$ cat src/common/tcdm_macros.svh
// ~~~~~~~~~~~~~~~~~~~~
// TCDM subsystem sizing
// Widths, bank geometry and credit counts
// ~~~~~~~~~~~~~~~~~~~~
`ifndef TCDM_MACROS_SVH
`define TCDM_MACROS_SVH

`define ADDR_WIDTH 32
`define DATA_WIDTH 32
`define STRB_WIDTH (`DATA_WIDTH / 8)

// Word-interleaved banks
`define NR_TCDM   2
`define BANK_ROWS 256

// Response credits, also the depth of each response FIFO
`define MAX_OUTSTANDING_READS 2

// Request credits granted by a bank after reset
`define BANK_CREDITS 2

`endif

$ cat src/common/tcdm_addr_pkg.sv
// ~~~~~~~~~~~~~~~~~~~~
// TCDM address package
// Region rule, credit counter and the two views of an address
// ~~~~~~~~~~~~~~~~~~~~
`default_nettype none
`include "tcdm_macros.svh"

package tcdm_addr_pkg;

  localparam int unsigned OFFSET_BITS = $clog2(`STRB_WIDTH);
  localparam int unsigned BANK_BITS   = $clog2(`NR_TCDM);
  localparam int unsigned ROW_BITS    = $clog2(`BANK_ROWS);
  localparam int unsigned UPPER_BITS  = `ADDR_WIDTH - ROW_BITS - BANK_BITS - OFFSET_BITS;

  typedef logic [$clog2(`BANK_CREDITS + 1)-1:0] credit_t;

  // End address is exclusive
  typedef struct packed {
    logic [`ADDR_WIDTH-1:0] start_addr;
    logic [`ADDR_WIDTH-1:0] end_addr;
  } address_map_t;

  typedef struct packed {
    logic [UPPER_BITS-1:0]  upper;
    logic [ROW_BITS-1:0]    row;
    logic [BANK_BITS-1:0]   bank;
    logic [OFFSET_BITS-1:0] offset;
  } addr_fields_t;

  // Demux compares the flat word, banks index by row
  typedef union packed {
    logic [`ADDR_WIDTH-1:0] flat;
    addr_fields_t           fields;
  } tcdm_addr_u;

endpackage

`default_nettype wire

$ cat src/common/tcdm_req_pkg.sv
// ~~~~~~~~~~~~~~~~~~~~
// TCDM request package
// Request and response payloads of the core, SoC and bank ports
// ~~~~~~~~~~~~~~~~~~~~
`default_nettype none
`include "tcdm_macros.svh"

package tcdm_req_pkg;

  typedef struct packed {
    tcdm_addr_pkg::tcdm_addr_u addr;
    logic                      write;
    logic [`DATA_WIDTH-1:0]    data;
    logic [`STRB_WIDTH-1:0]    strb;
  } dreq_t;

  // Only reads produce one of these
  typedef struct packed {
    logic [`DATA_WIDTH-1:0] data;
    logic                   error;
  } dresp_t;

endpackage

`default_nettype wire

$ cat src/verilog/resp_fifo.sv
// ~~~~~~~~~~~~~~~~~~~~
// Bank response FIFO
// Fall-through storage for read data returned by one bank
// ~~~~~~~~~~~~~~~~~~~~
`timescale 1ns/1ps
`default_nettype none
`include "tcdm_macros.svh"

module resp_fifo #(
  parameter int unsigned WIDTH = `DATA_WIDTH,
  parameter int unsigned DEPTH = `MAX_OUTSTANDING_READS
) (
  input  logic             clk_i,
  input  logic             rst_i,
  input  logic [WIDTH-1:0] data_i,
  input  logic             push_i,
  output logic [WIDTH-1:0] data_o,
  input  logic             pop_i,
  output logic             empty_o
);

  localparam int unsigned PTR_W = (DEPTH > 1) ? $clog2(DEPTH) : 1;

  logic [WIDTH-1:0] mem_q [DEPTH];
  logic [PTR_W-1:0] rd_ptr_q;
  logic [PTR_W-1:0] wr_ptr_q;
  logic [PTR_W:0]   count_q;
  logic             stored_empty;
  logic             push_store;
  logic             pop_store;

  assign stored_empty = (count_q == '0);

  // Pushed word shows up at the output in the same cycle
  assign data_o  = stored_empty ? data_i : mem_q[rd_ptr_q];
  assign empty_o = stored_empty & ~push_i;

  // A word pushed and popped while empty never gets stored
  assign push_store = push_i & ~(stored_empty & pop_i);
  assign pop_store  = pop_i & ~stored_empty;

  always_ff @(posedge clk_i) begin
    if (rst_i) begin
      rd_ptr_q <= '0;
      wr_ptr_q <= '0;
      count_q  <= '0;
    end else begin
      if (push_store) begin
        wr_ptr_q <= (wr_ptr_q == PTR_W'(DEPTH - 1)) ? '0 : wr_ptr_q + 1'b1;
      end
      if (pop_store) begin
        rd_ptr_q <= (rd_ptr_q == PTR_W'(DEPTH - 1)) ? '0 : rd_ptr_q + 1'b1;
      end
      count_q <= count_q + (PTR_W + 1)'(push_store) - (PTR_W + 1)'(pop_store);
    end
  end

  always_ff @(posedge clk_i) begin
    if (push_store) begin
      mem_q[wr_ptr_q] <= data_i;
    end
  end

endmodule

`default_nettype wire

$ cat src/tcdm_shim/addr_demux.sv
// ~~~~~~~~~~~~~~~~~~~~
// Address demux
// Routes core requests, returns read responses in issue order
// ~~~~~~~~~~~~~~~~~~~~
`timescale 1ns/1ps
`default_nettype none
`include "tcdm_macros.svh"

module addr_demux (
  input  logic                                clk_i,
  input  logic                                rst_i,
  input  tcdm_req_pkg::dreq_t                 req_i,
  input  logic                                req_valid_i,
  output logic                                req_ready_o,
  output tcdm_req_pkg::dresp_t                resp_o,
  output logic                                resp_valid_o,
  input  logic                                resp_ready_i,
  output tcdm_req_pkg::dreq_t  [`NR_TCDM:0]   port_req_o,
  output logic [`NR_TCDM:0]                   port_valid_o,
  input  logic [`NR_TCDM:0]                   port_ready_i,
  input  tcdm_req_pkg::dresp_t [`NR_TCDM:0]   port_resp_i,
  input  logic [`NR_TCDM:0]                   port_resp_valid_i,
  output logic [`NR_TCDM:0]                   port_resp_ready_o,
  input  tcdm_addr_pkg::address_map_t         address_map_i
);

  localparam int unsigned NR_PORTS    = `NR_TCDM + 1;
  localparam int unsigned SEL_W       = $clog2(NR_PORTS);
  localparam int unsigned QUEUE_DEPTH = NR_PORTS;
  localparam int unsigned QPTR_W      = $clog2(QUEUE_DEPTH);

  logic [SEL_W-1:0]  order_q [QUEUE_DEPTH];
  logic [QPTR_W-1:0] rd_ptr_q;
  logic [QPTR_W-1:0] wr_ptr_q;
  logic [QPTR_W:0]   count_q;
  logic [SEL_W-1:0]  sel;
  logic [SEL_W-1:0]  head;
  logic              in_region;
  logic              order_full;
  logic              order_empty;
  logic              stall;
  logic              push;
  logic              pop;

  assign in_region = (req_i.addr.flat >= address_map_i.start_addr) &
                     (req_i.addr.flat <  address_map_i.end_addr);

  // Inside the region the interleave bit picks the bank
  assign sel = in_region ? SEL_W'(req_i.addr.fields.bank) : SEL_W'(`NR_TCDM);

  assign order_full  = (count_q == QUEUE_DEPTH);
  assign order_empty = (count_q == '0);

  // Reads wait for room in the order queue, writes pass
  assign stall = ~req_i.write & order_full;

  assign port_req_o = {NR_PORTS{req_i}};

  always_comb begin
    port_valid_o      = '0;
    port_valid_o[sel] = req_valid_i & ~stall;
  end

  assign req_ready_o = port_ready_i[sel] & ~stall;
  assign push        = req_valid_i & req_ready_o & ~req_i.write;

  // Only the oldest outstanding read may answer
  assign head         = order_q[rd_ptr_q];
  assign resp_o       = port_resp_i[head];
  assign resp_valid_o = ~order_empty & port_resp_valid_i[head];
  assign pop          = resp_valid_o & resp_ready_i;

  always_comb begin
    port_resp_ready_o       = '0;
    port_resp_ready_o[head] = resp_ready_i & ~order_empty;
  end

  always_ff @(posedge clk_i) begin
    if (rst_i) begin
      rd_ptr_q <= '0;
      wr_ptr_q <= '0;
      count_q  <= '0;
    end else begin
      if (push) begin
        wr_ptr_q <= (wr_ptr_q == QPTR_W'(QUEUE_DEPTH - 1)) ? '0 : wr_ptr_q + 1'b1;
      end
      if (pop) begin
        rd_ptr_q <= (rd_ptr_q == QPTR_W'(QUEUE_DEPTH - 1)) ? '0 : rd_ptr_q + 1'b1;
      end
      count_q <= count_q + (QPTR_W + 1)'(push) - (QPTR_W + 1)'(pop);
    end
  end

  always_ff @(posedge clk_i) begin
    if (push) begin
      order_q[wr_ptr_q] <= sel;
    end
  end

endmodule

`default_nettype wire

$ cat src/tcdm_shim/tcdm_shim.sv
// ~~~~~~~~~~~~~~~~~~~~
// TCDM shim
// Core valid/ready to bank credit signalling, plus SoC port
// ~~~~~~~~~~~~~~~~~~~~
`timescale 1ns/1ps
`default_nettype none
`include "tcdm_macros.svh"

module tcdm_shim (
  input  logic                                  clk_i,
  input  logic                                  rst_i,
  // Core
  input  tcdm_req_pkg::dreq_t                   data_q_i,
  input  logic                                  data_qvalid_i,
  output logic                                  data_qready_o,
  output tcdm_req_pkg::dresp_t                  data_p_o,
  output logic                                  data_pvalid_o,
  input  logic                                  data_pready_i,
  // SoC
  output tcdm_req_pkg::dreq_t                   soc_q_o,
  output logic                                  soc_qvalid_o,
  input  logic                                  soc_qready_i,
  input  tcdm_req_pkg::dresp_t                  soc_p_i,
  input  logic                                  soc_pvalid_i,
  output logic                                  soc_pready_o,
  input  tcdm_addr_pkg::address_map_t           address_map_i,
  // Banks
  output tcdm_req_pkg::dreq_t [`NR_TCDM-1:0]    tcdm_req_o,
  output logic [`NR_TCDM-1:0]                   tcdm_req_valid_o,
  input  logic [`NR_TCDM-1:0]                   tcdm_req_ready_i,
  input  logic [`NR_TCDM-1:0]                   tcdm_resp_valid_i,
  input  logic [`NR_TCDM-1:0][`DATA_WIDTH-1:0]  tcdm_resp_rdata_i,
  output logic [`NR_TCDM-1:0]                   tcdm_resp_ready_o
);

  import tcdm_addr_pkg::*;
  import tcdm_req_pkg::*;

  localparam int unsigned NR_PORTS      = `NR_TCDM + 1;
  localparam int unsigned RESP_CREDIT_W = $clog2(`MAX_OUTSTANDING_READS + 1);

  dreq_t  [NR_PORTS-1:0] port_req;
  logic   [NR_PORTS-1:0] port_valid;
  logic   [NR_PORTS-1:0] port_ready;
  dresp_t [NR_PORTS-1:0] port_resp;
  logic   [NR_PORTS-1:0] port_resp_valid;
  logic   [NR_PORTS-1:0] port_resp_ready;

  for (genvar i = 0; i < `NR_TCDM; i++) begin : gen_bank
    credit_t                  req_credits_q;
    credit_t                  req_credits_d;
    logic [RESP_CREDIT_W-1:0] resp_credits_q;
    logic [RESP_CREDIT_W-1:0] resp_credits_d;
    logic [`DATA_WIDTH-1:0]   fifo_data;
    logic                     fifo_empty;
    logic                     fifo_pop;

    // Request credits, one pulse in and one valid out each
    always_comb begin
      req_credits_d = req_credits_q;
      if (tcdm_req_ready_i[i]) begin
        req_credits_d = req_credits_d + 1'b1;
      end
      if (tcdm_req_valid_o[i]) begin
        req_credits_d = req_credits_d - 1'b1;
      end
    end

    assign port_ready[i]       = (req_credits_q != '0);
    assign tcdm_req_valid_o[i] = port_valid[i] & port_ready[i];
    assign tcdm_req_o[i]       = port_req[i];

    // Response credits track free FIFO slots
    always_comb begin
      resp_credits_d = resp_credits_q;
      if (tcdm_resp_valid_i[i]) begin
        resp_credits_d = resp_credits_d - 1'b1;
      end
      if (fifo_pop) begin
        resp_credits_d = resp_credits_d + 1'b1;
      end
    end

    always_ff @(posedge clk_i) begin
      if (rst_i) begin
        req_credits_q        <= '0;
        resp_credits_q       <= RESP_CREDIT_W'(`MAX_OUTSTANDING_READS);
        tcdm_resp_ready_o[i] <= 1'b0;
      end else begin
        req_credits_q        <= req_credits_d;
        resp_credits_q       <= resp_credits_d;
        tcdm_resp_ready_o[i] <= (resp_credits_d != '0);
      end
    end

    resp_fifo i_resp_fifo (
      .clk_i   (clk_i),
      .rst_i   (rst_i),
      .data_i  (tcdm_resp_rdata_i[i]),
      .push_i  (tcdm_resp_valid_i[i]),
      .data_o  (fifo_data),
      .pop_i   (fifo_pop),
      .empty_o (fifo_empty)
    );

    assign port_resp[i]       = '{data: fifo_data, error: 1'b0};
    assign port_resp_valid[i] = ~fifo_empty;
    assign fifo_pop           = port_resp_valid[i] & port_resp_ready[i];
  end

  // SoC sits on the last demux port
  assign soc_q_o                   = port_req[`NR_TCDM];
  assign soc_qvalid_o              = port_valid[`NR_TCDM];
  assign port_ready[`NR_TCDM]      = soc_qready_i;
  assign port_resp[`NR_TCDM]       = soc_p_i;
  assign port_resp_valid[`NR_TCDM] = soc_pvalid_i;
  assign soc_pready_o              = port_resp_ready[`NR_TCDM];

  addr_demux i_addr_demux (
    .clk_i             (clk_i),
    .rst_i             (rst_i),
    .req_i             (data_q_i),
    .req_valid_i       (data_qvalid_i),
    .req_ready_o       (data_qready_o),
    .resp_o            (data_p_o),
    .resp_valid_o      (data_pvalid_o),
    .resp_ready_i      (data_pready_i),
    .port_req_o        (port_req),
    .port_valid_o      (port_valid),
    .port_ready_i      (port_ready),
    .port_resp_i       (port_resp),
    .port_resp_valid_i (port_resp_valid),
    .port_resp_ready_o (port_resp_ready),
    .address_map_i     (address_map_i)
  );

endmodule

`default_nettype wire

$ cat config.mk
export PLATFORM = sky130hd
export DESIGN_NAME = tcdm_shim
export DESIGN_NICKNAME = d
export VERILOG_FILES = /design/src/common/tcdm_addr_pkg.sv /design/src/common/tcdm_req_pkg.sv /design/src/verilog/resp_fifo.sv /design/src/tcdm_shim/addr_demux.sv /design/src/tcdm_shim/tcdm_shim.sv
export VERILOG_INCLUDE_DIRS = /design/src /design/src/common
export SDC_FILE = /design/constraint.sdc
export NUM_CORES = 1
export LEC_CHECK = 0
export ABC_CLOCK_PERIOD_IN_PS = 3600
export BUFFER_PORTS_ARGS = -buffer_cell sky130_fd_sc_hd__buf_2
export CAP_MARGIN = 20
export CORE_AREA = 5 5 187 189
export CTS_BUF_LIST = sky130_fd_sc_hd__clkbuf_4
export CTS_CLUSTER_DIAMETER = 80
export DETAILED_ROUTE_END_ITERATION = 16
export DIE_AREA = 0 0 192 194
export GPL_TIMING_DRIVEN = 0
export HOLD_SLACK_MARGIN = 0.03
export PLACE_DENSITY = 0.67
export SETUP_SLACK_MARGIN = 0.05
export SYNTH_ARGS = -nofsm -noshare
export SYNTH_HDL_FRONTEND = slang
export SYNTH_HIERARCHICAL = 1
export SYNTH_SLANG_ARGS = --single-unit
$ cat constraint.sdc
create_clock -name clk_i -period 3.6 [get_ports clk_i]
set_clock_uncertainty 0.1 [all_clocks]
set_input_delay 0.72 -clock clk_i [delete_from_list [all_inputs] [get_ports clk_i]]
set_output_delay 0.72 -clock clk_i [all_outputs]
set_load 0.005 [all_outputs]
---- Word-level counts from Yosys, hierarchy flattened ----
Memories as Yosys holds them, arrays and structs flattened. A register that Yosys moved wholly into a read port is not among the register bits.
Index checks and enable logic that the tools add are counted.
storage, ports and cells
  memories ................................ 3
  latch bits .............................. 0
  bits in writable memories ............... 134
  memory bits (read-only) ................. 0
  word-level logic and storage cells ...... 129
  flip-flop bits (word level) ............. 25
memory list
  memory                         depth  width  rd ports  clocked after memory_dff  write ports  RTL line          RTL
  gen_bank[0].i_resp_fifo.mem_q  2      32     1         1                         1            resp_fifo.sv:24   logic [WIDTH-1:0] mem_q [DEPTH];
  gen_bank[1].i_resp_fifo.mem_q  2      32     1         1                         1            resp_fifo.sv:24
  i_addr_demux.order_q           3      2      1         1                         1            addr_demux.sv:32  logic [SEL_W-1:0] order_q [QUEUE_DEPTH];
operators by class
  order comparisons ....................... 6
  shift operators ......................... 0
  $add $sub $neg .......................... 20
  equal/unequal tests ..................... 3
  multiply operators ...................... 0
  muxes and demuxes ....................... 39
  bitwise gates (word level) .............. 34
  div/mod/pow operators ................... 0
  reductions and logical operators ........ 9
operator list
  cell                                                                count
  binary-select mux 33 bit (select 2 bit)                             1
  two-way mux 32 bit                                                  2
  two-way mux 33 bit                                                  1
  greater-or-equal comparator 32 bit                                  1
  < comparator 32 bit                                                 1
  two-way mux 2 bit                                                   13
  bitwise AND 1 bit                                                   21
  two-way mux 1 bit                                                   18
  adder 2 x 1 -> 2 bit (second input constant)                        6
  NOT 1 bit                                                           11
  nonzero test 2 bit                                                  4
  subtractor 2 x 1 -> 2 bit (second input constant)                   4
  bitwise AND 3 bit                                                   2
  < comparator 2 x 3 -> 1 bit (second input constant)                 2
  adder 1 bit (second input constant)                                 4
  adder 2 x 1 -> 2 bit                                                2
  binary-select mux 1 bit (select 2 bit)                              2
  demux 1 bit (select 2 bit)                                          2
  equality test 2 bit (second input constant)                         2
  greater-or-equal comparator 2 x 1 -> 1 bit (second input constant)  2
  logical NOT 2 bit                                                   2
  subtractor 2 x 1 -> 2 bit                                           2
  adder 3 x 1 -> 3 bit                                                1
  equality test 3 x 2 -> 1 bit (second input constant)                1
  3 further kinds                                                     4

---- Logic depth before layout (Yosys ltp) ----
Gate-level depths: netlist of the first run.
  depth after elaboration ................. 11
  mapped depth ............................ 15
  mapped depth without buffers ............ 14

---- By module ----
The synthesis of the first run kept the hierarchy.
by module, submodules not included
  module      cells each  times used  area an instance (sq um)
  resp_fifo   198         2           2865.2
  addr_demux  608         1           4573.1
  tcdm_shim   76          1           625.6

---- Worst setup path after synthesis of the first run ----
No wires, ideal clock.
  path type ............................... input port to flip-flop
  from .................................... input address_map_i[45] (netlist bit)
  to ...................................... register i_addr_demux.count_q[2]
  stages .................................. 14
  setup slack ............................. -0.200 ns
  required time ........................... 3.385 ns
  data arrival time ....................... 3.585 ns
  buffers on the path ..................... 0
  cells stage by stage .................... inv_1 > ha_1 > nand4_1 > or3_1 > nor4_1 > o31ai_1 > a311oi_2 > mux2_4 > ha_1 > inv_1 > ha_1 > fa_1 > xnor2_1 > nor2_1
on the way
  word-level cells in the longest chain between the ends .. 10
ends and longest elaborated chain
  item                                     RTL line          RTL
  start, declared                          tcdm_shim.sv:26   input tcdm_addr_pkg::address_map_t address_map_i,
  greater-or-equal comparator 32 bit       addr_demux.sv:45  assign in_region = (req_i.addr.flat >= address_map_i.start_addr) &
  bitwise AND 1 bit                        addr_demux.sv:45
  two-way mux 2 bit                        addr_demux.sv:49  assign sel = in_region ? SEL_W'(req_i.addr.fields.bank) : SEL_W'(`NR_TCDM);
  binary-select mux 1 bit (select 2 bit)   addr_demux.sv:64  assign req_ready_o = port_ready_i[sel] & ~stall;
  two-way mux 1 bit (not written as such)  addr_demux.sv:64
  bitwise AND 1 bit                        addr_demux.sv:64
  bitwise AND 1 bit (2 in series)          addr_demux.sv:65  assign push = req_valid_i & req_ready_o & ~req_i.write;
  adder 3 x 1 -> 3 bit                     addr_demux.sv:90  count_q <= count_q + (QPTR_W + 1)'(push) - (QPTR_W + 1)'(pop);
  subtractor 3 x 1 -> 3 bit                addr_demux.sv:90
  end signal, assigned                     addr_demux.sv:90
  end, declared                            addr_demux.sv:35  logic [QPTR_W:0] count_q;
No other way between the ends. The select of a mux whose other input is x is not followed.
A chain may end at the register's enable or synchronous reset.

---- Worst setup path after layout of the first run ----
  from .................................... input address_map_i[42] (netlist bit)
  to ...................................... output tcdm_req_valid_o[1]
on the way
  word-level cells in the longest chain between the ends .. 9
  elaborated cells on any way between the ends .. 10
ends and longest elaborated chain
  item                                                                                                             RTL line          RTL
  greater-or-equal comparator 32 bit *                                                                             addr_demux.sv:45
  bitwise AND 1 bit *                                                                                              addr_demux.sv:45
  two-way mux 2 bit *                                                                                              addr_demux.sv:49
  via i_addr_demux.sel[1]                                                                                          addr_demux.sv:36  logic [SEL_W-1:0] sel;
  < comparator 2 x 3 -> 1 bit (not written as such) or greater-or-equal comparator 2 x 1 -> 1 bit (tied branches)  addr_demux.sv:61  port_valid_o[sel] = req_valid_i & ~stall;
  logical AND 1 bit (not written as such)                                                                          addr_demux.sv:61
  two-way mux 1 bit (not written as such)                                                                          addr_demux.sv:61
  demux 1 bit (select 2 bit) *                                                                                     --
  bitwise AND 3 bit (no line) *                                                                                    --
  via port_valid[1]                                                                                                tcdm_shim.sv:43   logic [NR_PORTS-1:0] port_valid;
  bitwise AND 1 bit *                                                                                              tcdm_shim.sv:70   assign tcdm_req_valid_o[i] = port_valid[i] & port_ready[i];
  end, declared                                                                                                    tcdm_shim.sv:29   output logic [`NR_TCDM-1:0] tcdm_req_valid_o,
The timed path passes the listed nets; every way through them passes the cells marked *.

==> summary.txt, run 1 <==
Cells and area
  – Nets: 1,887
  – Layout cells sized above 1: 50.6%
  – Fin util: 44.8%
  – Seq. cell area: 0.00460 mm^2
  – Area of the multi-input gates: 0.00451 mm^2
  – Cell Count, Final, Fillers Out: 2,037
  – Area delta synth->final: 35.7%
  – FILL cells: 3,158

Route
  – Vias/cell: 4.46
  – DR vias: 9,095
  – Drt first pass iters: 5
  – Post-route ant nets: 0
  – Starting DRT DRC Count: 310
  – Residual DRC: 0
  – Avg WL per Cell: 17.1 um
  – Post-Route WL: 34,800 um

Floorplanning
  – Die Y: 194 um
  – Row count: 67
  – Starting Density: 33.0%
  – Core area: 0.0331 mm^2
  – I/O pins: 488
  – Die Wd: 192 um
  – Die area: 0.0372 mm^2

Run status
  – Violated checks: negative setup slack
  – Status: finished with violations

Critical path
  – CP Launch Type: input pin
  – Setup CP Type: input pin to primary output
  – Crit path to: tcdm_req_valid_o[1]
  – Reg2reg setup slack: 330 ps
  – WP data arrival: 2960 ps
  – Req. time, crit path: 2780 ps
  – Worst setup path start: address_map_i[42]
  – CP Max Fanout: 4
  – Worst r2r path cells: 15
  – CP Capture Type: primary output
  – R2r endpoint: gen_bank[0].i_resp_fifo/count_q[1]

Clock tree
  – CTS Buf Count: 17
  – # H-tree levels: 4
  – CTS tree: yes
  – Clk_lat worst skew: 550 ps
  – Clk slew on worst S/H paths: 150 ps
  – Largest buffer count on any clock path: 2
  – Clock root cell: clkbuf_4
  – Clock Sinks: 163

Placement
  – Port Buf Inserts: 451
  – Dpl hpwl: 27,800 um
  – Post-Place Cells: 1,984
  – Setup WS pre-CTS: -803 ps
  – GP Congestion: 0.898

Timing
  – Worst-Margin Slew: 576 ps
  – Unrepaired setup endpoints after global routing: yes
  – Fmax: 0.264 GHz
  – Final Hold Vio Count: 0
  – Final Critical Period: 3780 ps
  – Fin Setup TNS: -436 ps
  – Post-route clock period utilization: 105%
  – Hold WS: 249 ps
  – Final setup fails: 6
  – Slew headroom: 61.6%
  – Pins Over Slew Limit: 0
  – Final worst slack: -183 ps

Pwr
  – Sw Pwr: 0.00171 W
  – Seq pwr share: 43.8%
  – Net Sw Frac: 33.0%
  – Comb power frac: 35.9%
  – IR drop worst, VDD: 0.000165 V
  – Leak pwr: 6.94 nW
  – Power share of the clock group: 20.3%
  – Pwr dens: 349 mW/mm^2
  – P_int: 0.00346 W

Yosys
  – Top FF cell, synth: edfxtp_1
  – Mapped Avg Cell Area: 10.1 um^2
  – Warnings from Yosys: 6
  – Top cell type's share of synthesized area: 36.8%
  – Ys async rst share: 0%
  – Register area share after synthesis: 42.1%
  – EDFF count, synth: 134
  – Post-Syn Area: 0.0109 mm^2
  – Post-synth cell types: 64
  – Area contributors post-synth: edfxtp_1, buf_4, mux2i_1, ha_1, dfxtp_1
  – Top cell type by total area after synthesis: edfxtp_1
  – Yosys reg bits: 163
  – Post-Synthesis Cells: 1,080

Global routing
  – Gr ovfl total: 0
  – Number of global-route vias before repair: 9,185
  – Largest net degree at the start of global routing: 28
  – All-Layer GR Usage: 17.6%
  – Initial antenna violation count: 5
  – First-pass GRT wire length: 51,200 um

Hold path
  – Hold Crit Class: input pin to flop

Run
  – Max cap viols: 0
## repair_timing
item                                    CTS  global route
buffers inserted                         15             6
cloned                                    0             0
endpoints found under the setup margin   39            38
hold buffers                              0             0
endpoints found under the hold margin     0             0
gates resized for setup                  48            59
pin swaps                                16            21
## cell families after synthesis
family	Yosys count	synth area share [%]
other cells	1	0.0343
buf+inv	333	19.6
flops	163	42.1
simple gates	221	9.73
fa+ha+maj	72	8.31
compound gates	163	8.59
mux	109	10.1
xor+xnor	18	1.44
## worst min-delay path by stage
stage | startpoint | end | slack [ps] | cells after the start
floorplan | i_addr_demux/rd_ptr_q[0] | flop | 350 | 2
global placement | i_addr_demux/rd_ptr_q[0] | i_addr_demux/rd_ptr_q[0] | 380 | 2
detailed placement | gen_bank[1].i_resp_fifo/rd_ptr_q | flop | 390 | 2
CTS | tcdm_resp_rdata_i[20] | gen_bank[0].i_resp_fifo/mem_q[1][20] | 180 | 1
global route | tcdm_resp_rdata_i[20] | gen_bank[0].i_resp_fifo/mem_q[1][20] | 180 | 1
finish | tcdm_resp_rdata_i[20] | gen_bank[0].i_resp_fifo/mem_q[1][20] | 250 | 1
## area by class of cell
cell class	count	area share [%]
Clock buffer	17	0.861
Antenna cell	2	0.0338
Multi-Input combinational cell	585	30.4
Sequential cell	163	31.1
Inverter	91	2.49
Tap cell	448	3.78
Timing Repair Buffer	475	18.0
Buffer	242	12.4
Clock inverter	14	0.979
## flip-flops by register name, indices dropped and copies added (netlist names), named ones only
register and cells:
i_addr_demux/rd_ptr_q 2, gen_bank.resp_credits_q 4, i_addr_demux/order_q 6, tcdm_resp_ready_o 2, gen_bank.i_resp_fifo/rd_ptr_q 2, i_addr_demux/wr_ptr_q 2
gen_bank.req_credits_q 4, gen_bank.i_resp_fifo/count_q 4, gen_bank.i_resp_fifo/mem_q 128, gen_bank.i_resp_fifo/wr_ptr_q 2, i_addr_demux/count_q 3
## synthesized netlist by cell type, types with 2 or more instances
master	n
nor3_1	10
buf_6	12
ha_1	71
nand2b_4	2
nand3_1	5
clkbuf_4	2
nand4_1	5
edfxtp_1	134
or2_4	2
nor3b_1	5
dfxtp_1	29
clkbuf_1	10
mux2_2	2
inv_1	90
nor4b_1	3
buf_2	3
buf_1	3
a221oi_1	2
and4_1	7
nand2_1	50
mux2_1	2
nor2_1	101
o21ai_0	43
a21o_1	8
a211oi_1	4
mux2i_1	103
or3_1	4
nand2b_1	7
and3_1	2
xor2_1	8
xnor2_1	10
o21ai_4	2
mux2_4	2
buf_4	212
o211ai_1	3
a2111oi_0	2
a21oi_1	87
nor2b_1	7
## worst max-delay path: stages
cell	delay (ps)
buf_4	100
inv_6	30
ha_4	250
nand4_1	120
or3_4	410
nor4_4	230
o31ai_2	100
a311oi_2	270
buf_4	180
inv_6	50
nor3_4	190
nor2b_4	190
buf_6	110
## power groups by stage
stage | sequential, W | clock, W | combinational, W
after global placement | 0.00231 | 0 | 0.00172
final | 0.00226 | 0.00105 | 0.00186
after floorplan | 0.00229 | 0 | 0.00106
after detailed placement | 0.00231 | 0 | 0.00177
after CTS | 0.00226 | 0.00109 | 0.00183
after global routing | 0.00228 | 0.00117 | 0.00205
## cells in the final DEF, fill, tap and decap left out, types with 3 or more instances in the layout
cell and instances:
nor2_1 97, ha_4 15, a21oi_1 87, buf_2 429, nand4_1 5, xor2_1 8, nor3_1 7, o211ai_1 3
or3_1 3, nor4b_1 3, and4_1 7, nand3_1 5, buf_6 29, mux2i_1 103, nand2_1 50, nand2b_1 6
a21o_1 8, nor3b_1 5, a211oi_1 4, nor2_4 4, buf_12 8, buf_4 237, inv_1 76, clkinvlp_4 4
edfxtp_1 134, ha_1 56, nand2b_4 3, inv_2 8, clkbuf_1 6, o21ai_0 41, clkbuf_4 22, nor2b_1 7
xnor2_1 9, inv_6 8, dfxtp_1 29
## per-stage QoR
step           area (um^2)  total power (W)
6_report             14800          0.00517
5_1_grt              14800          0.00549
4_1_cts              14600          0.00519
3_5_place_dp         14000          0.00408
3_3_place_gp         13900          0.00402
2_1_floorplan        11100          0.00336
## routing by layer
metal  vias to the layer above  part of all wire [%]  track usage [%]
met5                         -                  0.16                0
met4                         8                   1.6             4.31
met3                        47                   7.4             3.93
met2                       328                    53             33.0
met1                      4189                    38             20.2
li1                       4523                     -                -
No activity file was read; power rests on OpenSTA's default activity.
==> run 2, diff against run 1 <==
ABC_AREA = 1   (was not set)
CORE_AREA = 5 5 189 191   (was 5 5 187 189)
DIE_AREA = 0 0 194 196   (was 0 0 192 194)
==> run 2 against run 1 <==
The run now ends clean. Sequential share of layout area rose by 0.54 points. Combinational power about the same. Total power increased by 0.36%. First-iteration DRC count increased by 86%. Core utilization is 1.9 points lower. Critical path depth is 2 higher. Routed wire length down 0.96%. Worst setup slack better by 410 ps. Design area fell by 1.7%. Global-route usage shrank 0.66 points. Sequential power about the same. Critical path type unchanged. Critical endpoint is now data_qready_o.
==> summary.txt, run 2 <==
Pwr
  – Net Sw Frac: 35.3% (+2.3 points)
  – Seq pwr share: 43.3% (-0.5 points)
  – Power share of the clock group: 20.4% (about the same)
  – Leak pwr: 7.47 nW (+7.5%)
  – P_int: 0.00336 W (-3.1%)
  – Sw Pwr: 0.00183 W (+7.3%)
  – Comb power frac: 36.3% (+0.4 points)
  – Total power: 0.00519 W (+0.36%)
  – IR drop worst, VDD: 0.000188 V (+14%)
  – Pwr dens: 356 mW/mm^2 (+2.1%)

Placement
  – Post-placement cell area: 0.0141 mm^2 (+0.73%)
  – Setup WS pre-CTS: -408 ps (+395 ps)
  – GP Congestion: 0.882 (-1.8%)
  – Dpl hpwl: 28,300 um (+1.9%)
  – Port Buf Inserts: 451 (unchanged)

Timing
  – Final Critical Period: 3380 ps (-406 ps)
  – Final setup fails: 0 (-6)
  – Fmax: 0.296 GHz (+12%)
  – Final Hold Vio Count: 0 (unchanged)
  – Fin Setup TNS: 0 ps (+436 ps)
  – Worst-Margin Slew: 789 ps (+213 ps)
  – Slew headroom: 47.0% (-15 points)
  – Pins Over Slew Limit: 0 (unchanged)
  – Unrepaired setup endpoints after global routing: no
  – Post-route clock period utilization: 93.8% (-11 points)
  – Final worst slack: 223 ps (+406 ps)

Critical path
  – WP data arrival: 2560 ps (-400 ps)
  – CP Capture Type: primary output
  – CP Max Fanout: 5 (+1)
  – CP top delay family: simple AND/OR/NAND/NOR gates
  – Worst Path Buf+Inv: 2 (-3)
  – CP cell instances: clkbuf_4 > ha_4 > nand2_2 > nor2_4 > nand3_2 > a21oi_2 > nor2_1 > nand2_1 > nand2_1 > nand2_2 > nand4_1 > nor2_2 > nor2_4 > and2_1 > buf_2
  – CP max stage cell: ha_4
  – Req. time, crit path: 2780 ps (about the same)
  – Worst path max stage delay: 280 ps (-130 ps)
  – CP Launch Type: input pin
  – Setup CP Type: input pin to primary output

Floorplanning
  – Row count: 68 (+1.5%)
  – Starting Density: 32.9% (-0.063 points)
  – Die Y: 196 um (+1.0%)
  – Die Wd: 194 um (+1.0%)
  – I/O pins: 488 (unchanged)
  – Die area: 0.0380 mm^2 (+2.1%)
  – Core area: 0.0339 mm^2 (+2.5%)

Clock tree
  – CTS tree: yes
  – Clk slew on worst S/H paths: 160 ps (about the same)
  – Post-CTS Setup Inserts: 0 (-15)
  – Clk_lat worst skew: 550 ps (about the same)
  – Clock root cell: clkbuf_4
  – Clock Sinks: 163 (unchanged)
  – CTS Buf Count: 17 (unchanged)
  – # H-tree levels: 4 (unchanged)
  – Largest buffer count on any clock path: 2 (unchanged)

Route
  – Post-Route WL: 34,500 um (-0.96%)
  – Avg WL per Cell: 15.0 um (-12%)
  – Vias/cell: 4.44 (-0.61%)
  – Starting DRT DRC Count: 576 (+86%)
  – Post-route ant nets: 0 (unchanged)
  – DR vias: 10,200 (+12%)
  – Drt first pass iters: 5 (unchanged)
  – Residual DRC: 0 (unchanged)

Yosys
  – Post-Synthesis Cells: 1,359 (+26%)
  – EDFF count, synth: 134 (unchanged)
  – Post-Syn Area: 0.0112 mm^2 (+2.3%)
  – Most numerous cell in the Yosys netlist: nand2_1
  – Mapped Avg Cell Area: 8.23 um^2 (-19%)
  – Top cell type by total area after synthesis: edfxtp_1
  – Yosys reg bits: 163 (unchanged)
  – Register area share after synthesis: 41.2% (-0.96 points)
  – Top FF cell, synth: edfxtp_1
  – Post-synth cell types: 42 (-34%)
  – Area contributors post-synth: edfxtp_1, buf_4, nand2_1, ha_1, inv_1
  – Top cell type's share of synthesized area: 36.0% (-0.84 points)
  – Synth cell count leaders: nand2_1, buf_4, inv_1
  – Warnings from Yosys: 6 (unchanged)
  – Ys async rst share: 0% (unchanged)

Hold path
  – Hold Crit Class: input pin to flop

Cells and area
  – Final instance area: 0.0146 mm^2 (-1.7%)
  – Layout cells sized above 1: 42.6% (-8.0 points)
  – Fin util: 42.9% (-1.9 points)
  – Area delta synth->final: 30.3%
  – FILL cells: 3,446 (+9.1%)
  – Most common cell after layout, fill and taps aside: buf_2
  – Flip-flop count of the largest register after layout: 128 (unchanged)
  – Biggest regs: gen_bank.i_resp_fifo/mem_q: 128 flops, i_addr_demux/order_q: 6 flops
  – Nets: 2,146 (+14%)
  – Area of the multi-input gates: 0.00419 mm^2 (-7.1%)
  – Top reg by flops: gen_bank.i_resp_fifo/mem_q
  – Seq. cell area: 0.00460 mm^2 (unchanged)
  – Commonest cells after routing, fill and taps aside: buf_2, nand2_1, buf_4

Global routing
  – Gr ovfl total: 0 (unchanged)
  – Number of global-route vias before repair: 10,000 (+9.2%)
  – Initial antenna violation count: 4 (-1)
  – Largest net degree at the start of global routing: 29 (+3.6%)
  – First-pass GRT wire length: 52,400 um (+2.3%)
  – All-Layer GR Usage: 17.0% (-0.66 points)

Run
  – Max cap viols: 0 (unchanged)

Run status
  – Status: finished clean
run 2: cell count changes in the layout (fill, tap and decap cells not counted), sizes merged, moves of 12 or more:
cell,change
nand2,+263
inv,+113
mux2i,-103
o21ai,+93
nand3,+76
a21oi,-45
nor2,-35
buf,-27
clkbuf,+12
run 2: logic make-up after synthesis:
family / count (synthesis) / share of synthesized area, %
flops: 163 / 41.2
xor+xnor: 4 / 0.313
compound gates: 187 / 8.78
buf+inv: 450 / 22.9
simple gates: 482 / 18.6
other cells: 1 / 0.0335
fa+ha+maj: 72 / 8.12
run 2: power groups by stage:
stage / clock network (W) / registers, W / logic [W]
final: 0.00106 / 0.00225 / 0.00188
after detailed placement: 0 / 0.00229 / 0.00186
after floorplan: 0 / 0.00228 / 0.00108
after global placement: 0 / 0.00229 / 0.00181
after CTS: 0.00109 / 0.00225 / 0.00187
after global routing: 0.00117 / 0.00226 / 0.00210
run 2: area by class of cell:
cell class | instances | share of cell area, %
antenna | 3 | 0.0515
buffer | 247 | 12.4
clock buffer | 17 | 0.876
clock inverter | 14 | 0.996
inverter | 203 | 5.24
multi-input combinational | 747 | 28.7
sequential | 163 | 31.6
tap | 455 | 3.91
timing repair buffer | 455 | 16.2
run 2: stage by stage:
step,std cells,hold WS [ps]
after floorplan,1360,348
after CTS,2301,209
after detailed placement,2270,385
after global placement,2266,366
final,2304,258
after global routing,2302,210
run 2: routing by layer:
metal | track usage (%) | vias up | share of wire (%)
met4 | 4.66 | 0 | 2.3
met3 | 3.85 | 44 | 8.6
met1 | 19.5 | 4589 | 37
met5 | 0 | - | 0
met2 | 31.7 | 474 | 52
li1 | - | 5117 | -
run 2: worst paths after layout:
path / startpoint / endpoint / slack, ps / depth (start not counted)
max: data_q_i[50] / data_qready_o / 220 / 15
max reg2reg: flop / i_addr_demux/count_q[2] / 630 / 14
min: tcdm_resp_rdata_i[48] / gen_bank[1].i_resp_fifo/mem_q[1][16] / 260 / 1
min reg2reg: i_addr_demux/wr_ptr_q[0] / i_addr_demux/wr_ptr_q[0] / 400 / 2
run 2: worst register-to-register path, stage by stage, from the launching register on:
cell	delay, ps
dfxtp_1	380
or2_1	110
o211ai_1	120
o21ai_4	220
inv_2	50
nand2_1	100
inv_2	100
a221oi_2	400
nor2_2	110
ha_1	310
inv_1	40
ha_1	180
fa_1	380
and3_1	190
nor3_1	110
run 2: timing repair:
item                       CTS  global route
pin swaps                    3             7
cloned                       0             0
hold buffers                 0             0
gates resized for setup      5            24
setup endpoints to repair   13            27
==> run 3, diff against run 2 <==
--- a/constraint.sdc
+++ b/constraint.sdc
@@ -4,2 +4,2 @@
 set_output_delay 0.72 -clock clk_i [all_outputs]
-set_load 0.005 [all_outputs]
+set_load 0.02 [all_outputs]
==> run 3 against run 2 <==
Die area unchanged. Critical path depth unchanged. Via count increased by 0.56%. Global-route usage about the same. First-iteration DRC count increased by 7.6%. Critical endpoint is now tcdm_req_valid_o[0]. Largest cell class unchanged. Largest power group unchanged. Highest routed layer unchanged.
==> summary.txt, run 3 (same netlist as run 2, synthesis figures left out) <==
Timing
  – Post-route clock period utilization: 94.8% (+1.0 points)
  – Final Hold Vio Count: 0 (unchanged)
  – Fmax: 0.293 GHz (-1.1%)
  – Final setup fails: 0 (unchanged)
  – Final worst slack: 187 ps (-36.3 ps)
  – Slew headroom: 46.1% (-0.85 points)
  – Final Critical Period: 3410 ps (+36.3 ps)
  – Fin Setup TNS: 0 ps (unchanged)
  – Pins Over Slew Limit: 0 (unchanged)
  – Unrepaired setup endpoints after global routing: no
  – Worst-Margin Slew: 801 ps (+12.7 ps)

Floorplanning
  – Die Y: 196 um (unchanged)
  – Core area: 0.0339 mm^2 (unchanged)
  – Die area: 0.0380 mm^2 (unchanged)
  – Die Wd: 194 um (unchanged)
  – I/O pins: 488 (unchanged)
  – Starting Density: 32.9% (unchanged)
  – Row count: 68 (unchanged)

Global routing
  – Largest net degree at the start of global routing: 29 (unchanged)
  – First-pass GRT wire length: 52,500 um (+0.20%)
  – All-Layer GR Usage: 17.0% (+0.029 points)
  – Number of global-route vias before repair: 10,100 (+0.34%)
  – Initial antenna violation count: 4 (unchanged)
  – Gr ovfl total: 0 (unchanged)

Hold path
  – Hold Crit Class: input pin to flop
  – Min-delay src: tcdm_resp_rdata_i[48]
  – Hold path depth: 1 (unchanged)
  – WHS Endpoint: gen_bank[1].i_resp_fifo/mem_q[1][16]

Clock tree
  – Largest buffer count on any clock path: 2 (unchanged)
  – Clk_lat worst skew: 550 ps (about the same)
  – Clock root cell: clkbuf_4
  – Clk slew on worst S/H paths: 160 ps (about the same)
  – Clock Sinks: 163 (unchanged)
  – CTS tree: yes
  – # H-tree levels: 4 (unchanged)
  – CTS Buf Count: 17 (unchanged)

Critical path
  – Req. time, crit path: 2780 ps (about the same)
  – CP Capture Type: primary output
  – CP max stage cell: ha_4
  – CP cell instances: clkbuf_4 > ha_4 > nand2_2 > nor2_4 > nand3_2 > a21oi_2 > nor2_1 > nand2_1 > nand2_1 > nand2_2 > nand3_4 > nor3_1 > nand2_1 > inv_1 > buf_2
  – R2r endpoint: i_addr_demux/count_q[2]
  – CP Max Fanout: 7 (+2)
  – Worst path max stage delay: 280 ps (about the same)
  – Top cell by count, worst path: nand2_1
  – WP data arrival: 2590 ps (+30 ps)
  – Worst r2r path cells: 14 (unchanged)
  – Worst setup path start: data_q_i[50]
  – Setup CP Type: input pin to primary output
  – CP Launch Type: input pin
  – Reg2reg setup slack: 650 ps (+20 ps)

Cells and area
  – Area delta synth->final: 30.4%
  – Most common cell after layout, fill and taps aside: buf_2
  – Commonest cells after routing, fill and taps aside: buf_2, nand2_1, buf_4
  – Nets: 2,146 (unchanged)
  – FILL cells: 3,438 (-0.23%)
  – Cell Count, Final, Fillers Out: 2,304 (unchanged)
  – Biggest regs: gen_bank.i_resp_fifo/mem_q: 128 flops, i_addr_demux/order_q: 6 flops
  – Flip-flop count of the largest register after layout: 128 (unchanged)
  – Final instance area: 0.0146 mm^2 (+0.11%)
  – Top reg by flops: gen_bank.i_resp_fifo/mem_q
  – Fin util: 43.0% (+0.048 points)
  – Layout cells sized above 1: 42.8% (+0.22 points)

Pwr
  – IR drop worst, VDD: 0.000189 V (+0.63%)
  – P_int: 0.00337 W (+0.37%)
  – Sw Pwr: 0.00213 W (+16%)
  – Seq pwr share: 40.9% (-2.4 points)
  – Pwr dens: 377 mW/mm^2 (+5.8%)
  – Net Sw Frac: 38.7% (+3.4 points)
  – Power share of the clock group: 19.2% (-1.2 points)
  – Comb power frac: 39.9% (+3.6 points)
  – Leak pwr: 7.48 nW (+0.15%)

Placement
  – Post-placement cell area: 0.0141 mm^2 (unchanged)
  – GP Congestion: 0.882 (unchanged)
  – Post-Place Cells: 2,270 (unchanged)
  – Setup WS pre-CTS: -408 ps (unchanged)
  – Dpl hpwl: 28,300 um (unchanged)
  – Port Buf Inserts: 451 (unchanged)

Route
  – DR vias: 10,300 (+0.56%)
  – Avg WL per Cell: 15.0 um (+0.18%)
  – Post-Route WL: 34,600 um (+0.18%)
  – Residual DRC: 0 (unchanged)
  – Vias/cell: 4.46 (+0.56%)
  – Drt first pass iters: 5 (unchanged)
  – Post-route ant nets: 0 (unchanged)
  – Starting DRT DRC Count: 620 (+7.6%)

Run
  – Max cap viols: 0 (unchanged)

Run status
  – Status: finished clean
## run 3: cell count changes in the layout (fill, tap and decap cells not counted), sizes merged
cell	change
clkbuf	-1
buf	+1
## run 3: final cells by class
type	instances	area, um^2	area share, %
clock buffers	17	128	0.875
plain buffers	247	1810	12.4
repair buffers	455	2370	16.2
multi-input cells	747	4190	28.7
inverters	203	763	5.23
flip-flops and latches	163	4600	31.6
clock inverters	14	145	0.995
well taps	455	569	3.90
diodes	3	7.51	0.0515
## run 3: power groups by stage
stage	registers, W	logic (W)	clock network (W)
4_1_cts	0.00225	0.00217	0.00109
3_5_place_dp	0.00229	0.00216	0
2_1_floorplan	0.00229	0.00138	0
6_report	0.00225	0.00219	0.00106
3_3_place_gp	0.00229	0.00211	0
5_1_grt	0.00226	0.00240	0.00117
## run 3: worst max-delay path, delay by kind of cell
kind	cells	cell delay [ps]
AOI/OAI and AO/OA	1	110
buffers and inverters	3	370
and+or+nand+nor	10	1110
adders and majority gates	1	280
## run 3: what timing repair did
item | in CTS | in global routing
setup endpoints to repair | 16 | 36
hold endpoints to repair | 0 | 0
hold buffers | 0 | 0
resized for setup | 7 | 32
setup buffers | 0 | 0
pin swaps | 3 | 9
## run 3: how the worst max path moves through the flow
stage,to,cells past startpoint
3_5_place_dp,i_addr_demux/count_q[2],20
5_1_grt,tcdm_req_valid_o[0],15
4_1_cts,data_p_o[29],8
2_1_floorplan,i_addr_demux/count_q[2],21
6_report,tcdm_req_valid_o[0],15
3_3_place_gp,gen_bank[1].i_resp_fifo/mem_q[0][18],8
## run 3: through the flow
| step | power (W) | hold slack, ps |
|---|---|---|
| 2_1_floorplan | 0.00366 | 348 |
| 3_3_place_gp | 0.00440 | 366 |
| 3_5_place_dp | 0.00445 | 385 |
| 4_1_cts | 0.00551 | 209 |
| 5_1_grt | 0.00583 | 210 |
| 6_report | 0.00550 | 260 |
## run 3: routing by layer
layer  vias up  wire length (um)  share of wire [%]  track usage, %
met3        38              3190                9.2            3.85
met4         0               705                2.0            4.51
li1       5116                 -                  -               -
met5         -                 0                  0               0
met1      4640             12700                 37            19.5
met2       487             18000                 52            31.9
